## src/include/spmv_defines.svh

```systemverilog
`ifndef SPMV_DEFINES_SVH
`define SPMV_DEFINES_SVH

// entry value and weight width
`define SPMV_DATA_W 8

// full product of two data words
`define SPMV_PROD_W 16

// row accumulator, wide enough for long rows
`define SPMV_ACC_W 24

// column index into the weight memory
`define SPMV_COL_W 11
`define SPMV_WT_DEPTH 2048

// row number carried with each result
`define SPMV_ROW_W 16

// output queue entries
`define SPMV_QUEUE_DEPTH 4

// symmetric clamp bound, lower bound is the negative
`define SPMV_SAT_MAX 127

`endif
```

## src/source/spmv_types_pkg.sv

```systemverilog
`include "spmv_defines.svh"

package spmv_types_pkg;

  // one signed data word, used for entry values and weights
  typedef logic signed [`SPMV_DATA_W-1:0] data_t;

  // value times weight
  typedef logic signed [`SPMV_PROD_W-1:0] prod_t;

  // per-row running sum
  typedef logic signed [`SPMV_ACC_W-1:0] acc_t;

  // weight address
  typedef logic [`SPMV_COL_W-1:0] col_t;

  // row number
  typedef logic [`SPMV_ROW_W-1:0] row_t;

endpackage

```

## src/source/spmv_result.sv

```systemverilog
`include "spmv_defines.svh"

module spmv_result (
  input  logic                  clk,
  input  logic                  rst_n,
  input  logic                  sum_valid_i,
  input  spmv_types_pkg::acc_t  sum_acc_i,
  input  spmv_types_pkg::row_t  sum_row_i,
  output logic                  advance_o,
  output logic                  out_valid_o,
  output spmv_types_pkg::data_t out_sum_o,
  output logic                  out_sat_o,
  output spmv_types_pkg::row_t  out_row_o,
  input  logic                  out_ready_i
);
  import spmv_types_pkg::*;

  localparam int DEPTH = `SPMV_QUEUE_DEPTH;
  localparam int PTR_W = $clog2(DEPTH);
  localparam int CNT_W = $clog2(DEPTH + 1);

  data_t q_sum [DEPTH];
  logic  q_sat [DEPTH];
  row_t  q_row [DEPTH];

  logic [PTR_W-1:0] wr_ptr_q;
  logic [PTR_W-1:0] rd_ptr_q;
  logic [CNT_W-1:0] count_q;

  data_t clamped;
  logic  sat;
  logic  push;
  logic  pop;

  // clamp to the symmetric 8-bit range
  always_comb begin
    sat     = 1'b1;
    clamped = data_t'(`SPMV_SAT_MAX);
    if (sum_acc_i < -acc_t'(`SPMV_SAT_MAX)) begin
      clamped = -data_t'(`SPMV_SAT_MAX);
    end else if (sum_acc_i <= acc_t'(`SPMV_SAT_MAX)) begin
      sat     = 1'b0;
      clamped = sum_acc_i[`SPMV_DATA_W-1:0];
    end
  end

  // stall the pipeline as soon as the queue is full
  assign advance_o   = (count_q != CNT_W'(DEPTH));
  assign out_valid_o = (count_q != '0);
  assign push        = sum_valid_i & advance_o;
  assign pop         = out_valid_o & out_ready_i;

  always_ff @(posedge clk) begin
    if (!rst_n) begin
      wr_ptr_q <= '0;
      rd_ptr_q <= '0;
      count_q  <= '0;
    end else begin
      if (push) begin
        wr_ptr_q <= (wr_ptr_q == PTR_W'(DEPTH - 1)) ? '0 : wr_ptr_q + 1'b1;
      end
      if (pop) begin
        rd_ptr_q <= (rd_ptr_q == PTR_W'(DEPTH - 1)) ? '0 : rd_ptr_q + 1'b1;
      end
      if (push && !pop) begin
        count_q <= count_q + 1'b1;
      end else if (pop && !push) begin
        count_q <= count_q - 1'b1;
      end
    end
  end

  always_ff @(posedge clk) begin
    if (push) begin
      q_sum[wr_ptr_q] <= clamped;
      q_sat[wr_ptr_q] <= sat;
      q_row[wr_ptr_q] <= sum_row_i;
    end
  end

  assign out_sum_o = q_sum[rd_ptr_q];
  assign out_sat_o = q_sat[rd_ptr_q];
  assign out_row_o = q_row[rd_ptr_q];

  // a row that meets a full queue must stay presented until it can be pushed
  a_full_holds_row : assert property (
    @(posedge clk) disable iff (!rst_n)
    (sum_valid_i && !advance_o) |=> (sum_valid_i && $stable(sum_row_i) && $stable(sum_acc_i))
  );

endmodule

```

## config.mk

```make
export PLATFORM = sky130hd
export DESIGN_NAME = spmv_result
export DESIGN_NICKNAME = d
export VERILOG_FILES = /design/src/source/spmv_types_pkg.sv /design/src/source/spmv_result.sv
export VERILOG_INCLUDE_DIRS = /design/src /design/src/include
export SDC_FILE = /design/constraint.sdc
export NUM_CORES = 1
export LEC_CHECK = 0
export BUFFER_PORTS_ARGS = -buffer_cell sky130_fd_sc_hd__clkbuf_2
export CORE_ASPECT_RATIO = 1.4
export CORE_UTILIZATION = 50
export CTS_CLUSTER_DIAMETER = 40
export DETAILED_ROUTE_END_ITERATION = 10
export PLACE_DENSITY = 0.74
export SKIP_CTS_REPAIR_TIMING = 1
export SLEW_MARGIN = 20
export SYNTH_ARGS = -nofsm -noshare
export SYNTH_HDL_FRONTEND = slang
export SYNTH_SLANG_ARGS = --single-unit
export TNS_END_PERCENT = 30
```

## constraint.sdc

```tcl
create_clock -name clk -period 5.75 [get_ports clk]
set_input_delay 0.2875 -clock clk [delete_from_list [all_inputs] [get_ports clk]]
set_output_delay 0.2875 -clock clk [all_outputs]
set_load 0.05 [all_outputs]
```

==> summary.txt <==
Run status
  – Status: completed

STA
  – Fin. max-slew vios: 0
  – Setup Viol. Count Final: 0
  – Fmax: 411 MHz
  – Worst Slack Setup Final: about 3.3 ns
  – Hold Vio Cnt, Final: 0
  – Sum Neg Setup Slack: 0 ns
  – Clock Skews: roughly 0.0033 ns
  – Period utilization: 42.3%
  – Worst-margin pin slew: around 0.91 ns
  – Shortest period the worst path allows: around 2.4 ns
  – RSZ-0062 raised after global routing: no
  – Max transition margin: 39.2%

Finish
  – Most common cell after layout, fill and taps aside: edfxtp_1
  – Share of cells above drive strength 1: 40.4%
  – Area occupied by multi-input gates: roughly 990 sq um
  – Register Area: about 3200 sq um
  – NumNets Final: 333
  – Most frequent cells in the layout: 100 x edfxtp_1, 70 x clkbuf_2, 25 x mux4_2, 9 x nand2_1, 9 x clkbuf_16
  – ANT cells: 0
  – Syn-to-layout area delta: 17.8%
  – Fill cells: 605

Synth
  – Largest cells by area after synthesis: edfxtp_1 71%, mux4_2 13%, dfxtp_1 4.3%, ha_1 1.8%, a21o_1 1.1%
  – Syn avg cell area: 20.7 sq um
  – Syn Nets: approximately 260
  – Top cell type by total area after synthesis: edfxtp_1
  – Post-synthesis cell type count: 31
  – Synthesized flop and latch total: 109
  – Cells after Synth: 204
  – Share of the synthesized area in the top cell type: roughly 71%
  – Register area share after synthesis: about three quarters
  – Mapped cell area: 4230 sq um
  – YS warnings: 0

Clock tree
  – CTS buffer count: 9
  – Worst-Skew Late Latency: about 0.34 ns
  – CTS Buffer Depth: 2
  – Clock sinks: between 100 and 150
  – CTS tree: done
  – H-tree levels: 3
  – Clk slew on worst S/H paths: 0.06 ns
  – Root Buffer: clkbuf_16

Placement
  – Final HPWL DP: 4390 um
  – Pre-CTS setup slack: 3.50 ns
  – GPL Wtd Cong: 0.714
  – Port bufs: 70

Route
  – Drt total wl: 6910 um
  – Antenna Violating Nets Remaining: 0
  – Vias per cell: roughly 5.6
  – Via count: around 2,200
  – Iter 0 DRT Violations: 112
  – DRC Markers: 0
  – First drt pass iteration count: 4
  – WL per Instance: approximately 18 um

Hold path
  – HP Class: primary input to flop
  – Hold Crit Start: sum_row_i[14]
  – Min-Delay Path Depth: 1
  – Min-Delay Endpoint: q_row[2][14]$_DFFE_PP_

Power and ir drop
  – Net Sw Frac: about 32%
  – Sequential share of power: 45.9%
  – Clock Power Share: 25.8%
  – Switching power: a little over 700 uW
  – Lkg Pwr: 0.00176 uW
  – Power per cell area: 443 nW/um^2
  – Int Pwr: approximately 1500 uW
  – Worst vdd ir: about 0.35 mV
  – Logic pwr share: 28.3%

Global route
  – GRT overflow: 0
  – Vias in the first global route: 2,268
  – Global-route wire length before repair: 11,000 um
  – Total track usage: 17.5%
  – Initial antenna violation count: 0
  – Largest net degree at the start of global routing: 26

Die
  – Starting Density: 51.5%
  – Placeable Area: 8200 sq um
  – Die Ht: 111 um
  – Die width: 79.7 um
  – Die Footprint: 8830 sq um
  – I/O pin total: 71
  – Row count: 39

Worst setup path
  – Flop2flop setup slack: about 3.5 ns
  – R2R depth: 8
  – Reg2reg end: count_q[2]$_SDFFE_PN0P_
  – Critical path peak fanout: 25
  – Setup crit end kind: output port
  – WS Path Type: flop to output port
  – Worst setup SP type: flop
  – WP data required: 5.46 ns
  – Worst R2R Start: count_q[0]$_SDFFE_PN0P_
  – Crit path DAT: 2.14 ns

Run
  – Max_cap viols: 0
registers in the layout, summed over array words and instances, names as in the netlist, named ones only:
signal	count
count_q	3
q_row	64
q_sat	4
q_sum	32
rd_ptr_q	2
wr_ptr_q	2
cell families after synthesis:
group,after synthesis,synth area share (%)
compound gates,14,2.49
xor+xnor,2,0.415
fa+ha+maj,7,2.25
buf+inv,12,1.18
flops,109,75.3
mux,26,13.6
simple gates,34,4.77
cell usage after synthesis:
master    number
fa_1           1
xor2_1         1
nand2_1        9
nor2_1         1
edfxtp_1     100
dfxtp_1        9
a41oi_1        1
nor4_2         1
ha_1           6
nor2b_1        1
mux4_2        25
and3_1         4
or3b_1         1
or4_1          1
and2_1         1
xnor2_1        1
nand2b_1       1
clkbuf_1       2
a21boi_0       5
inv_1          4
buf_2          4
o21ai_0        1
or3_1          4
nand4_1        4
buf_1          2
or4_4          1
a21o_1         6
mux2i_1        1
nand3_1        1
nor4_1         4
o21ai_2        1
worst max-delay path by stage:
| stage | startpoint | end | slack, ns | cells after the start |
|---|---|---|---|---|
| floorplan | count_q[0]$_SDFFE_PN0P_ | count_q[2]$_SDFFE_PN0P_ | 3.34 | 8 |
| global placement | flop | out_sum_o[0] | 3.58 | 2 |
| detailed placement | count_q[0]$_SDFFE_PN0P_ | count_q[2]$_SDFFE_PN0P_ | 3.50 | 8 |
| CTS | flop | out_sum_o[7] | 3.22 | 2 |
| global route | flop | out_sum_o[7] | 3.13 | 2 |
| finish | flop | out_sum_o[7] | 3.32 | 2 |
layer usage:
metal	wire length [um]	track usage, %	vias to the layer above
met4	209	9.21	0
met3	328	4.53	15
met1	2750	20.2	1070
met2	3630	29.2	73
met5	0	0	-
li1	-	-	994
power groups by stage:
stage / logic, uW / clock network, uW / registers, uW
CTS: 631 / 585 / 1020
floorplan: 524 / 0 / 990
global route: 663 / 611 / 1030
finish: 624 / 569 / 1010
detailed placement: 629 / 0 / 1030
global placement: 626 / 0 / 1030
layout make-up:
cell class                      count  share of cell area, %
Clock inverter                      3                  0.779
Tap cell                          102                   2.56
Inverter                            4                  0.302
Sequential cell                   109                   64.0
Clock buffer                       11                   4.67
Timing Repair Buffer               75                   7.79
Multi-Input combinational cell     83                   19.9
through the flow:
stage | std cells | utilization [%] | hold WS [ns] | total power [uW] | cell area (sq um)
4_1_cts | 387 | 60.7 | 0.153 | 2230 | 4980
6_report | 387 | 60.7 | 0.169 | 2200 | 4980
5_1_grt | 387 | 60.7 | 0.161 | 2300 | 4980
3_5_place_dp | 373 | 57.4 | 0.503 | 1660 | 4710
3_3_place_gp | 373 | 57.4 | 0.489 | 1650 | 4710
2_1_floorplan | 204 | - | 0.386 | 1510 | 4230
worst max-delay path: stages, from the launching register on:
cell and delay (ns):
dfxtp_2 0.93, mux4_2 0.62, clkbuf_2 0.25
Power figures use the tool's default switching activity.
