$ cat config.mk
export PLATFORM = sky130hd
export DESIGN_NAME = spmv_decode
export DESIGN_NICKNAME = d
export VERILOG_FILES = /design/src/source/spmv_ctrl_pkg.sv /design/src/source/spmv_types_pkg.sv /design/src/source/spmv_decode.sv
export VERILOG_INCLUDE_DIRS = /design/src /design/src/include
export SDC_FILE = /design/constraint.sdc
export NUM_CORES = 1
export LEC_CHECK = 0
export BUFFER_PORTS_ARGS = -buffer_cell sky130_fd_sc_hd__buf_2
export CORE_ASPECT_RATIO = 0.7
export CORE_MARGIN = 5
export CORE_UTILIZATION = 51
export CTS_BUF_LIST = sky130_fd_sc_hd__clkbuf_8 sky130_fd_sc_hd__clkbuf_16
export DETAILED_ROUTE_END_ITERATION = 7
export PLACE_DENSITY = 0.91
export SETUP_SLACK_MARGIN = 0.15
export SLEW_MARGIN = 40
export SYNTH_ARGS = -nofsm -noshare
export SYNTH_HDL_FRONTEND = slang
export SYNTH_SLANG_ARGS = --single-unit
$ cat constraint.sdc
create_clock -name clk -period 2.5 [get_ports clk]
set_input_delay 0.125 -clock clk [delete_from_list [all_inputs] [get_ports clk]]
set_output_delay 0.125 -clock clk [all_outputs]
set_load 0.01 [all_outputs]
$ cat src/include/spmv_defines.svh
`ifndef SPMV_DEFINES_SVH
`define SPMV_DEFINES_SVH

// entry value and weight width
`define SPMV_DATA_W 8

// full product of two data words
`define SPMV_PROD_W 16

// row accumulator, wide enough for long rows
`define SPMV_ACC_W 24

// column index into the weight memory
`define SPMV_COL_W 11
`define SPMV_WT_DEPTH 2048

// row number carried with each result
`define SPMV_ROW_W 16

// output queue entries
`define SPMV_QUEUE_DEPTH 4

// symmetric clamp bound, lower bound is the negative
`define SPMV_SAT_MAX 127

`endif
$ cat src/source/spmv_ctrl_pkg.sv
package spmv_ctrl_pkg;

  // decode tracks whether the next entry opens a row
  typedef enum logic [0:0] {
    DEC_ROW_START = 1'b0,
    DEC_IN_ROW    = 1'b1
  } dec_state_t;

endpackage

$ cat src/source/spmv_types_pkg.sv
`include "spmv_defines.svh"

package spmv_types_pkg;

  // one signed data word, used for entry values and weights
  typedef logic signed [`SPMV_DATA_W-1:0] data_t;

  // value times weight
  typedef logic signed [`SPMV_PROD_W-1:0] prod_t;

  // per-row running sum
  typedef logic signed [`SPMV_ACC_W-1:0] acc_t;

  // weight address
  typedef logic [`SPMV_COL_W-1:0] col_t;

  // row number
  typedef logic [`SPMV_ROW_W-1:0] row_t;

endpackage

$ cat src/source/spmv_decode.sv
module spmv_decode (
  input  logic                 clk,
  input  logic                 rst_n,
  input  logic                 in_valid_i,
  input  spmv_types_pkg::col_t in_col_i,
  input  spmv_types_pkg::data_t in_value_i,
  input  logic                 in_last_i,
  output logic                 in_ready_o,
  input  logic                 advance_i,
  output spmv_types_pkg::col_t rd_addr_o,
  output logic                 dec_valid_o,
  output spmv_types_pkg::data_t dec_value_o,
  output logic                 dec_first_o,
  output logic                 dec_last_o,
  output spmv_types_pkg::row_t dec_row_o
);
  import spmv_types_pkg::*;
  import spmv_ctrl_pkg::*;

  dec_state_t state_q;
  row_t       row_cnt_q;
  logic       accept;

  // whole pipeline moves together, so input ready is just advance
  assign in_ready_o = advance_i;
  assign accept     = in_valid_i & advance_i;

  // weight read is launched on the accept edge
  assign rd_addr_o = in_col_i;

  always_ff @(posedge clk) begin
    if (!rst_n) begin
      state_q     <= DEC_ROW_START;
      row_cnt_q   <= '0;
      dec_valid_o <= 1'b0;
    end else if (advance_i) begin
      dec_valid_o <= in_valid_i;
      if (in_valid_i) begin
        if (in_last_i) begin
          state_q   <= DEC_ROW_START;
          row_cnt_q <= row_cnt_q + 1'b1;
        end else begin
          state_q <= DEC_IN_ROW;
        end
      end
    end
  end

  // entry payload
  always_ff @(posedge clk) begin
    if (accept) begin
      dec_value_o <= in_value_i;
      dec_first_o <= (state_q == DEC_ROW_START);
      dec_last_o  <= in_last_i;
      dec_row_o   <= row_cnt_q;
    end
  end

  // source must hold the column while stalled
  a_col_stable : assert property (
    @(posedge clk) disable iff (!rst_n)
    (in_valid_i && !in_ready_o) |=> $stable(in_col_i)
  );

endmodule

==> flow_metrics.py, run 1 <==
metrics = {
    "status": {
        "status": "completed",
    },
    "floorplan": {
        "boundaryPins": 63,
        "die_h_um": 57.8,
        "die_area_um2": 4530,
        "initial_core_util_pct": 52.9,
        "die_x_um": 78.3,
        "core_area_um2": 3150,
        "rows": 17,
    },
    "clock_tree": {
        "cts_resized": 0,
        "cts_sinks": 44,
        "hold_buffers": 0,
        "cts_buffers": 5,
        "post_cts_buffers": 0,
        "cts_tree": "done",
        "cts_max_path_buffers": 2,
        "htreeDepth": 2,
        "cts.clk_slew.worst_paths_ps": 80,
        "root_buffer": "clkbuf_8",
        "insertion_delay_ps": 290,
    },
    "finish": {
        "drive_above_1_share_pct": 30.9,
        "nFillCells": 251,
        "nets": 189,
        "area_growth_pct": 16.2,
        "fin_area_um2": 1940,
        "diodes": 0,
    },
    "yosys": {
        "synthAdderAreaFrac_pct": 0.751,
        "netlist_area_um2": 1670,
        "synth-compound-area-share_pct": 1.50,
        "synth-seq-cells": 44,
        "syn_nets": 152,
        "synth.mux.area_fraction_pct": 0.601,
        "synth_simple_gate_area_share_pct": 14.5,
        "synth_top_family_by_area": "simple AND/OR/NAND/NOR gates",
        "ys_warn_count": 0,
        "avgSynthCellArea_um2": 13.1,
        "seq_area_frac_synth_pct": 68.5,
        "syn_inst": 127,
        "synth_xor_area_share_pct": 7.36,
        "synth_cell_type_count": 25,
    },
    "route": {
        "wl_per_cell_um": 14.9,
        "drc_errors": 0,
        "via_count": 1030,
        "vias_per_cell": 5.07,
        "final_antenna_net_count": 0,
        "drt_wl_total_mm": 3.02,
        "drtPass1Iterations": 4,
        "drt-initial-drc-count": 53,
    },
    "place": {
        "place_ws_ps": 1000,
        "port_buffers": 40,
        "hpwl_mm": 2.22,
        "dpl_cell_area_um2": 1820,
        "gp_congestion": 0.807,
    },
    "critical_path": {
        "crit_path_start_kind": "flip-flop",
        "path_class": "flip-flop to flip-flop",
        "arrival_ps": 1690,
        "worstPathMaxFanout": 7,
        "worstSetupEndpointType": "flip-flop",
        "crit_required_ps": 2670,
    },
    "pwr": {
        "peakVddDrop_v": 0.000352,
        "p_total_mw": 1.26,
        "powerDensity_nw_per_um2": 652,
        "cellLeakagePower_nw": 0.765,
    },
    "timing": {
        "setup_ws_ps": 976,
        "fmax_ghz": 0.656,
        "slew_headroom_pct": 67.3,
        "period_minus_slack_ps": 1520,
        "fin_crit_sh_pct": 60.9,
        "finClkSkew_ps": 6.66,
        "tns_ps": 0,
        "finalSetupViolations": 0,
        "drv_slew": 0,
        "rsz0062_at_grt": "no",
        "finalHoldViolCount": 0,
        "hold_slack_ps": 7.61,
        "tightest_slew_ps": 488,
    },
    "global_route": {
        "antenna_found_initial": 0,
        "grt_pass1_wl_mm": 5.09,
        "grt_max_degree": 27,
        "grt_overflow_total": 0,
        "first_global_vias": 1051,
        "track_usage_pct": 14.8,
    },
    "worst_hold_path": {
        "hp-class": "input pin to flip-flop",
    },
    "flow_run": {
        "max_cap_violations": 0,
    },
}
per-stage QoR:
| stage | util (%) | cells |
|---|---|---|
| final | 61.5 | 203 |
| after global routing | 61.5 | 203 |
| after CTS | 60.5 | 200 |
| after detailed placement | 57.9 | 192 |
| after global placement | 57.9 | 192 |
| after floorplan | - | 127 |
state kept, by name (all words and copies together) (netlist names):
name	count
state_q	1
dec_value_o	8
dec_valid_o	1
dec_last_o	1
dec_first_o	1
dec_row_o	16
row_cnt_q	16
cells in the mapped netlist:
library cell / number / area [um2]
mux2i_1: 1 / 10.0
buf_4: 12 / 90.1
ha_1: 1 / 12.5
nor3_1: 5 / 25.0
nand4_1: 7 / 43.8
nor2_1: 16 / 60.1
nor4_1: 4 / 25.0
nor3_2: 1 / 10.0
a211oi_1: 1 / 7.51
nand3_1: 1 / 5.00
nand2_1: 7 / 26.3
buf_1: 1 / 3.75
clkinv_1: 1 / 3.75
and3_1: 1 / 6.26
nand4_2: 1 / 12.5
edfxtp_1: 26 / 781
inv_1: 3 / 11.3
xnor2_1: 11 / 96.3
nand2b_1: 1 / 6.26
a21oi_1: 2 / 10.0
xor2_1: 3 / 26.3
clkbuf_1: 1 / 3.75
nand4_4: 1 / 21.3
dfxtp_1: 18 / 360
a21o_1: 1 / 7.51
metal layers:
metal | GRT usage, % | wire [um] | vias to the layer above
li1 | - | - | 509
met1 | 16.0 | 1300 | 469
met2 | 24.9 | 1370 | 37
met3 | 7.14 | 281 | 15
met4 | 6.73 | 63 | 0
met5 | 0 | 0 | -
placed cells by master, fill, tap and decap left out, types with 2 or more instances in the layout:
master,n
clkbuf_8,5
nand4_1,7
edfxtp_1,26
nor4_1,4
dfxtp_1,18
xor2_1,3
nor3_1,5
nor2_1,16
dlygate4sd3_1,3
inv_1,3
clkinv_1,2
buf_2,40
nand2_1,7
xnor2_1,11
clkinv_2,2
a21oi_1,2
critical path: stages (launching register included):
cell,delay (ps)
dfxtp_1,450
ha_1,340
nand4_1,140
nor4_1,270
xnor2_1,160
nor2_1,50
final timing paths:
| path | cells after the start | slack, ps | to | start |
|---|---|---|---|---|
| worst min-delay path | 1 | 8 | dec_value_o[1] | in_value_i[1] |
| worst max register to register | 5 | 980 | row_cnt_q[14] | row_cnt_q[0] |
| worst max-delay path | 5 | 980 | row_cnt_q[14] | row_cnt_q[0] |
| worst min register to register | 0 | 440 | dec_row_o[15] | row_cnt_q[15] |
cell families (layout without fill, tap and decap cells):
family,after synthesis,after routing
multiplexers,1,1
buffers and inverters,18,56
AO/OA/AOI/OAI,4,4
flip-flops,44,44
adder cells (fa/ha/maj),1,1
AND/OR/NAND/NOR,45,45
XOR/XNOR,14,14
power by group:
group          total, mW  internal (mW)  switching (mW)
Combinational     0.0631         0.0258          0.0374
Clock              0.408          0.189           0.218
Sequential         0.792          0.785         0.00617
Total               1.26           1.00           0.262
layout make-up:
cell class / count / area, um2 / share of cell area (%)
tap: 38 / 47.5 / 2.46
multi-input combinational: 65 / 412 / 21.3
inverter: 4 / 15.0 / 0.776
clock inverter: 3 / 13.8 / 0.711
clock buffer: 5 / 68.8 / 3.56
sequential: 44 / 1140 / 59.0
timing repair buffer: 44 / 238 / 12.3
(Power assumes the default switching activity.)
==> inputs of run 2 (changes only) <==
Settings changed: ABC_AREA set to 1, CORE_UTILIZATION 51 to 44, PLACE_DENSITY 0.91 to 0.83.
Clock period 2.5 ns to 1.25 ns, I/O delays scaled along.
==> run 2 against run 1 <==
Cell count increased by 36%. Register-to-register slack got worse by 890 ps. Non-clock buffer count increased by 12. Critical path depth increased by 1.
==> flow_metrics.py, run 2 <==
metrics = {
    "yosys": {
        "synthTopCellsByCount": "nand2_1, edfxtp_1, nor2_1",
        "syn_nets": 198,
        "synth_ff_type": "edfxtp_1",
        "syn_inst": 173,
        "ys_warn_count": 0,
        "synth.most_common_cell": "nand2_1",
        "synth-seq-cells": 44,
        "netlist_area_um2": 1790,
        "ys_async_sr_fraction_pct": 0,
        "synth_top_cell_by_area": "edfxtp_1",
        "synth_top_area_share_pct": 43.6,
        "seq_area_frac_synth_pct": 63.7,
        "avgSynthCellArea_um2": 10.4,
        "synth_edf_count": 26,
        "ys_top_cells_by_area": "edfxtp_1, dfxtp_1, nand2_1",
        "synth_cell_type_count": 24,
    },
    "worst_hold_path": {
        "hp-class": "input pin to flip-flop",
    },
    "timing": {
        "finalHoldViolCount": 0,
        "slew_headroom_pct": 82.0,
        "tns_ps": 0,
        "rsz0062_at_grt": "yes",
        "fmax_ghz": 0.856,
        "drv_slew": 0,
        "finClkSkew_ps": 6.17,
        "finalSetupViolations": 0,
        "tightest_slew_ps": 270,
        "period_minus_slack_ps": 1170,
        "fin_crit_sh_pct": 93.5,
    },
    "clock_tree": {
        "htreeDepth": 2,
        "insertion_delay_ps": 300,
        "cts.clk_slew.worst_paths_ps": 80,
        "cts_tree": "done",
        "cts_max_path_buffers": 2,
        "root_buffer": "clkbuf_8",
        "cts_sinks": 44,
        "cts_buffers": 5,
    },
    "route": {
        "final_antenna_net_count": 0,
        "drc_errors": 0,
        "vias_per_cell": 4.76,
        "wl_per_cell_um": 12.9,
        "via_count": 1315,
        "drt_wl_total_mm": 3.56,
        "drt-initial-drc-count": 116,
        "drtPass1Iterations": 4,
    },
    "pwr": {
        "peakVddDrop_v": 0.000606,
        "powerDensity_nw_per_um2": 1130,
        "cellLeakagePower_nw": 0.968,
    },
    "finish": {
        "area_growth_pct": 27.2,
        "drive_above_1_share_pct": 39.7,
        "final_common_cell": "buf_2",
        "nets": 248,
        "nFillCells": 348,
        "layout_common_cells": "buf_2, nand2_1, edfxtp_1",
        "largest_registers": "dec_row_o (16), row_cnt_q (16), dec_value_o (8)",
        "final_util_pct": 58.1,
        "diodes": 0,
    },
    "status": {
        "status": "completed",
    },
    "critical_path": {
        "worstPathMaxFanout": 4,
        "worstSetupEndpointType": "flip-flop",
        "crit_required_ps": 1440,
        "arrival_ps": 1360,
        "path_class": "flip-flop to flip-flop",
        "crit_path_start_kind": "flip-flop",
    },
    "place": {
        "gp_congestion": 0.883,
        "hpwl_mm": 2.25,
        "port_buffers": 40,
    },
    "floorplan": {
        "core_area_um2": 3920,
        "initial_core_util_pct": 45.7,
        "die_area_um2": 5470,
        "boundaryPins": 63,
        "die_h_um": 63.4,
        "rows": 19,
        "die_x_um": 86.3,
    },
    "global_route": {
        "grt_overflow_total": 0,
        "grt_pass1_wl_mm": 5.86,
        "grt_max_degree": 26,
        "antenna_found_initial": 0,
        "first_global_vias": 1302,
        "track_usage_pct": 13.8,
    },
    "flow_run": {
        "max_cap_violations": 0,
    },
}
[run 2: changes by cell type in the layout (fill, tap and decap cells not counted), sizes merged, moves of 2 or more]
cell,delta
o21ai,+7
nand4,-5
nor4,-4
clkinv,-2
inv,+20
xnor2,-11
nand3,+7
nor2,+11
nand2,+27
nor3,-5
xor2,-3
buf,+6
dlygate4sd3,+6
a21oi,+6
[run 2: kinds of logic after synthesis]
logic type               after synthesis  share of synthesized area [%]
flip-flops                            44                           63.7
AND/OR/NAND/NOR                       76                           20.7
adder cells (fa/ha/maj)                1                          0.698
buffers and inverters                 35                           9.85
AO/OA/AOI/OAI                         17                           5.03
[run 2: metrics by stage]
stage / setup slack [ps] / instances / hold slack, ps / instance area [um2] / power [mW]
after floorplan: 154 / 173 / 161 / 1800 / 1.72
after global placement: 46.1 / 254 / 125 / 2000 / 1.76
after detailed placement: 12.6 / 254 / 125 / 2000 / 1.76
after CTS: 100 / 276 / 64.9 / 2230 / 2.59
after global routing: 7.49 / 276 / 81.5 / 2280 / 2.68
final: 81.5 / 276 / 71.6 / 2280 / 2.56
[run 2: critical path, cell delays in order (launching register included)]
cell and delay (ps):
dfxtp_4 380, ha_4 140, nand3_1 100, nor2_2 120, nand4_1 100, o21ai_0 150
nor2_1 70
[run 2: repair_timing]
action,4_1_cts,5_1_grt
endpoints found under the hold margin,9,0
pin swaps,6,6
setup buffers,5,0
hold buffers,9,0
gates resized for setup,14,18
endpoints found under the setup margin,12,14
[run 2: routing by layer]
metal  routed length [um]  vias up  GRT usage, %
li1                     -      648             -
met1                 1580      605          17.5
met2                 1520       53          20.7
met3                  410        9          6.64
met4                   51        0          4.86
met5                    0        -             0
[run 2: where the power goes]
group,switching (mW),internal (mW),leakage [nW]
registers,0.0128,1.57,0.405
clock network,0.446,0.373,0.0444
logic,0.0901,0.0746,0.519
[run 2: layout make-up]
class	instances	area [um2]	share of cell area [%]
sequential	44	1160	51.0
multi-input combinational	94	531	23.3
timing repair buffer	56	355	15.6
inverter	22	85.1	3.73
clock buffer	5	68.8	3.02
tap	52	65.1	2.86
clock inverter	3	11.3	0.494
[run 2: worst paths after layout]
kind                 startpoint            end  slack [ps]  cells past startpoint
hold reg to reg   row_cnt_q[15]  dec_row_o[15]         470                      0
setup / recovery   row_cnt_q[0]  row_cnt_q[14]          80                      6
setup reg to reg   row_cnt_q[0]  row_cnt_q[14]          80                      6
hold / removal        advance_i    dec_valid_o          70                      4
==> inputs of run 3 (changes only) <==
Settings changed: SETUP_SLACK_MARGIN 0.15 to 0.2.
==> run 3 against run 2 <==
Power rose by 8.3%. Register-to-register slack improved by 30 ps. Hold slack improved by 11 ps. Sequential share of layout area fell by 0.42 points. Critical path depth rose by 3. Routed wire length fell by 1.5%. Setup slack improved by 27 ps. Highest routed layer unchanged. Global-route usage fell by 0.35 points.
==> flow_metrics.py, run 3 (synthesis results as in run 2) <==
metrics = {
    "critical_path": {
        "r2r_cells": 9,
        "cp.depth": 9,
        "crit_required_ps": 1480,
        "crit_chain": "ha_4 -> inv_2 -> nor2_4 -> nand2_2 -> inv_4 -> nand2_2 -> nand2_1 -> nand2_1 -> nor2_1",
        "max_stage_delay_ps": 380,
        "worstSetupEndpointType": "flip-flop",
        "path_class": "flip-flop to flip-flop",
        "crit_buf_inv": 2,
        "arrival_ps": 1370,
        "crit_slowest_cell": "dfxtp_4",
        "worstPathMaxFanout": 4,
        "crit_path_start_kind": "flip-flop",
        "critPathTopFamily": "simple AND/OR/NAND/NOR gates",
    },
    "floorplan": {
        "die_h_um": 63.4,
        "die_x_um": 86.3,
        "rows": 19,
        "boundaryPins": 63,
        "die_area_um2": 5470,
        "initial_core_util_pct": 45.7,
        "core_area_um2": 3920,
    },
    "timing": {
        "hold_slack_ps": 82.7,
        "fin_crit_sh_pct": 91.3,
        "tns_ps": 0,
        "period_minus_slack_ps": 1140,
        "setup_ws_ps": 109,
        "drv_slew": 0,
        "fmax_ghz": 0.876,
        "rsz0062_at_grt": "yes",
        "finClkSkew_ps": 6.00,
        "slew_headroom_pct": 79.4,
        "finalHoldViolCount": 0,
        "finalSetupViolations": 0,
        "tightest_slew_ps": 309,
    },
    "clock_tree": {
        "insertion_delay_ps": 290,
        "cts_tree": "done",
        "cts_buffers": 5,
        "cts_max_path_buffers": 2,
        "cts.clk_slew.worst_paths_ps": 80,
        "cts_sinks": 44,
        "htreeDepth": 2,
        "root_buffer": "clkbuf_8",
    },
    "worst_hold_path": {
        "worstHoldPathCells": 4,
        "hp-class": "input pin to flip-flop",
    },
    "finish": {
        "nets": 247,
        "diodes": 0,
        "final_common_cell": "buf_2",
        "drive_above_1_share_pct": 42.6,
        "largest_registers": "dec_row_o (16), row_cnt_q (16), dec_value_o (8)",
        "nFillCells": 327,
        "fin_area_um2": 2310,
        "area_growth_pct": 29.2,
        "layout_common_cells": "buf_2, nand2_1, edfxtp_1",
    },
    "flow_run": {
        "max_cap_violations": 0,
    },
    "pwr": {
        "cellLeakagePower_nw": 0.981,
        "switching_share_pct": 20.1,
        "powerDensity_nw_per_um2": 1200,
        "netSwitchingPower_uw": 559,
        "p_int_mw": 2.22,
        "pwr-share-seq_pct": 56.6,
        "pwr-share-clk_pct": 37.5,
        "power_frac_comb_pct": 5.9,
        "peakVddDrop_v": 0.000705,
    },
    "route": {
        "drc_errors": 0,
        "wl_per_cell_um": 12.7,
        "drt_wl_total_mm": 3.50,
        "final_antenna_net_count": 0,
        "vias_per_cell": 4.75,
        "drtPass1Iterations": 4,
        "drt-initial-drc-count": 92,
        "via_count": 1306,
    },
    "global_route": {
        "track_usage_pct": 13.5,
        "first_global_vias": 1235,
        "antenna_found_initial": 0,
        "grt_overflow_total": 0,
        "grt_pass1_wl_mm": 5.73,
        "grt_max_degree": 20,
    },
    "place": {
        "hpwl_mm": 2.43,
        "port_buffers": 40,
        "dpl_cell_area_um2": 2000,
        "place_ws_ps": 76.1,
        "gp_congestion": 0.866,
    },
    "status": {
        "status": "completed",
    },
}
[run 3: changes by cell type in the layout (fill, tap and decap cells not counted), sizes merged]
cell    previous run  this run
bufinv             0         1
buf               47        46
clkinv             2         1
[run 3: worst paths after layout]
kind                                   start            end  slack, ps
worst min register to register  row_cnt_q[6]   row_cnt_q[6]        460
worst max register to register  row_cnt_q[0]  row_cnt_q[10]        110
worst min-delay path               advance_i    dec_valid_o         80
worst max-delay path            row_cnt_q[0]  row_cnt_q[10]        110
[run 3: routing by layer]
metal	global-route usage, %	vias up	routed length, um
met5	0	-	0
li1	-	651	-
met3	4.43	9	304
met1	17.6	605	1620
met2	20.5	41	1520
met4	5.84	0	53
[run 3: power by group through the flow]
| stage | clock network, mW | logic, mW | registers, mW |
|---|---|---|---|
| 2_1_floorplan | 0 | 0.0809 | 1.64 |
| 4_1_cts | 1.07 | 0.167 | 1.58 |
| 3_5_place_dp | 0 | 0.141 | 1.62 |
| 3_3_place_gp | 0 | 0.137 | 1.62 |
| 6_report | 1.04 | 0.164 | 1.57 |
| 5_1_grt | 1.14 | 0.181 | 1.58 |
[run 3: worst register-to-register path: stages, from the launching register on]
cell,delay (ps)
dfxtp_4,380
ha_4,140
inv_2,40
nor2_4,110
nand2_2,100
inv_4,90
nand2_2,50
nand2_1,50
nand2_1,40
nor2_1,70
[run 3: per-stage QoR]
step | total power [mW] | utilization, % | std cells
after CTS | 2.82 | 58.1 | 274
final | 2.78 | 59.0 | 275
after global placement | 1.75 | 51.0 | 254
after global routing | 2.90 | 59.0 | 275
after floorplan | 1.72 | - | 173
after detailed placement | 1.76 | 51.0 | 254
[run 3: cell type report]
| class | count | area, um2 | share of cell area, % |
|---|---|---|---|
| clock buffer | 5 | 68.8 | 2.97 |
| tap | 52 | 65.1 | 2.81 |
| inverter | 22 | 85.1 | 3.68 |
| multi-input combinational | 94 | 551 | 23.8 |
| timing repair buffer | 55 | 335 | 14.5 |
| sequential | 44 | 1170 | 50.6 |
| clock inverter | 3 | 38.8 | 1.68 |
[run 3: what timing repair did]
| action | in CTS | in global routing |
|---|---|---|
| hold endpoints to repair | 9 | 0 |
| hold buffers | 9 | 0 |
| endpoints found under the setup margin | 12 | 13 |
| pin swaps | 11 | 11 |
| buffers inserted | 3 | 1 |
| gates resized for setup | 23 | 12 |
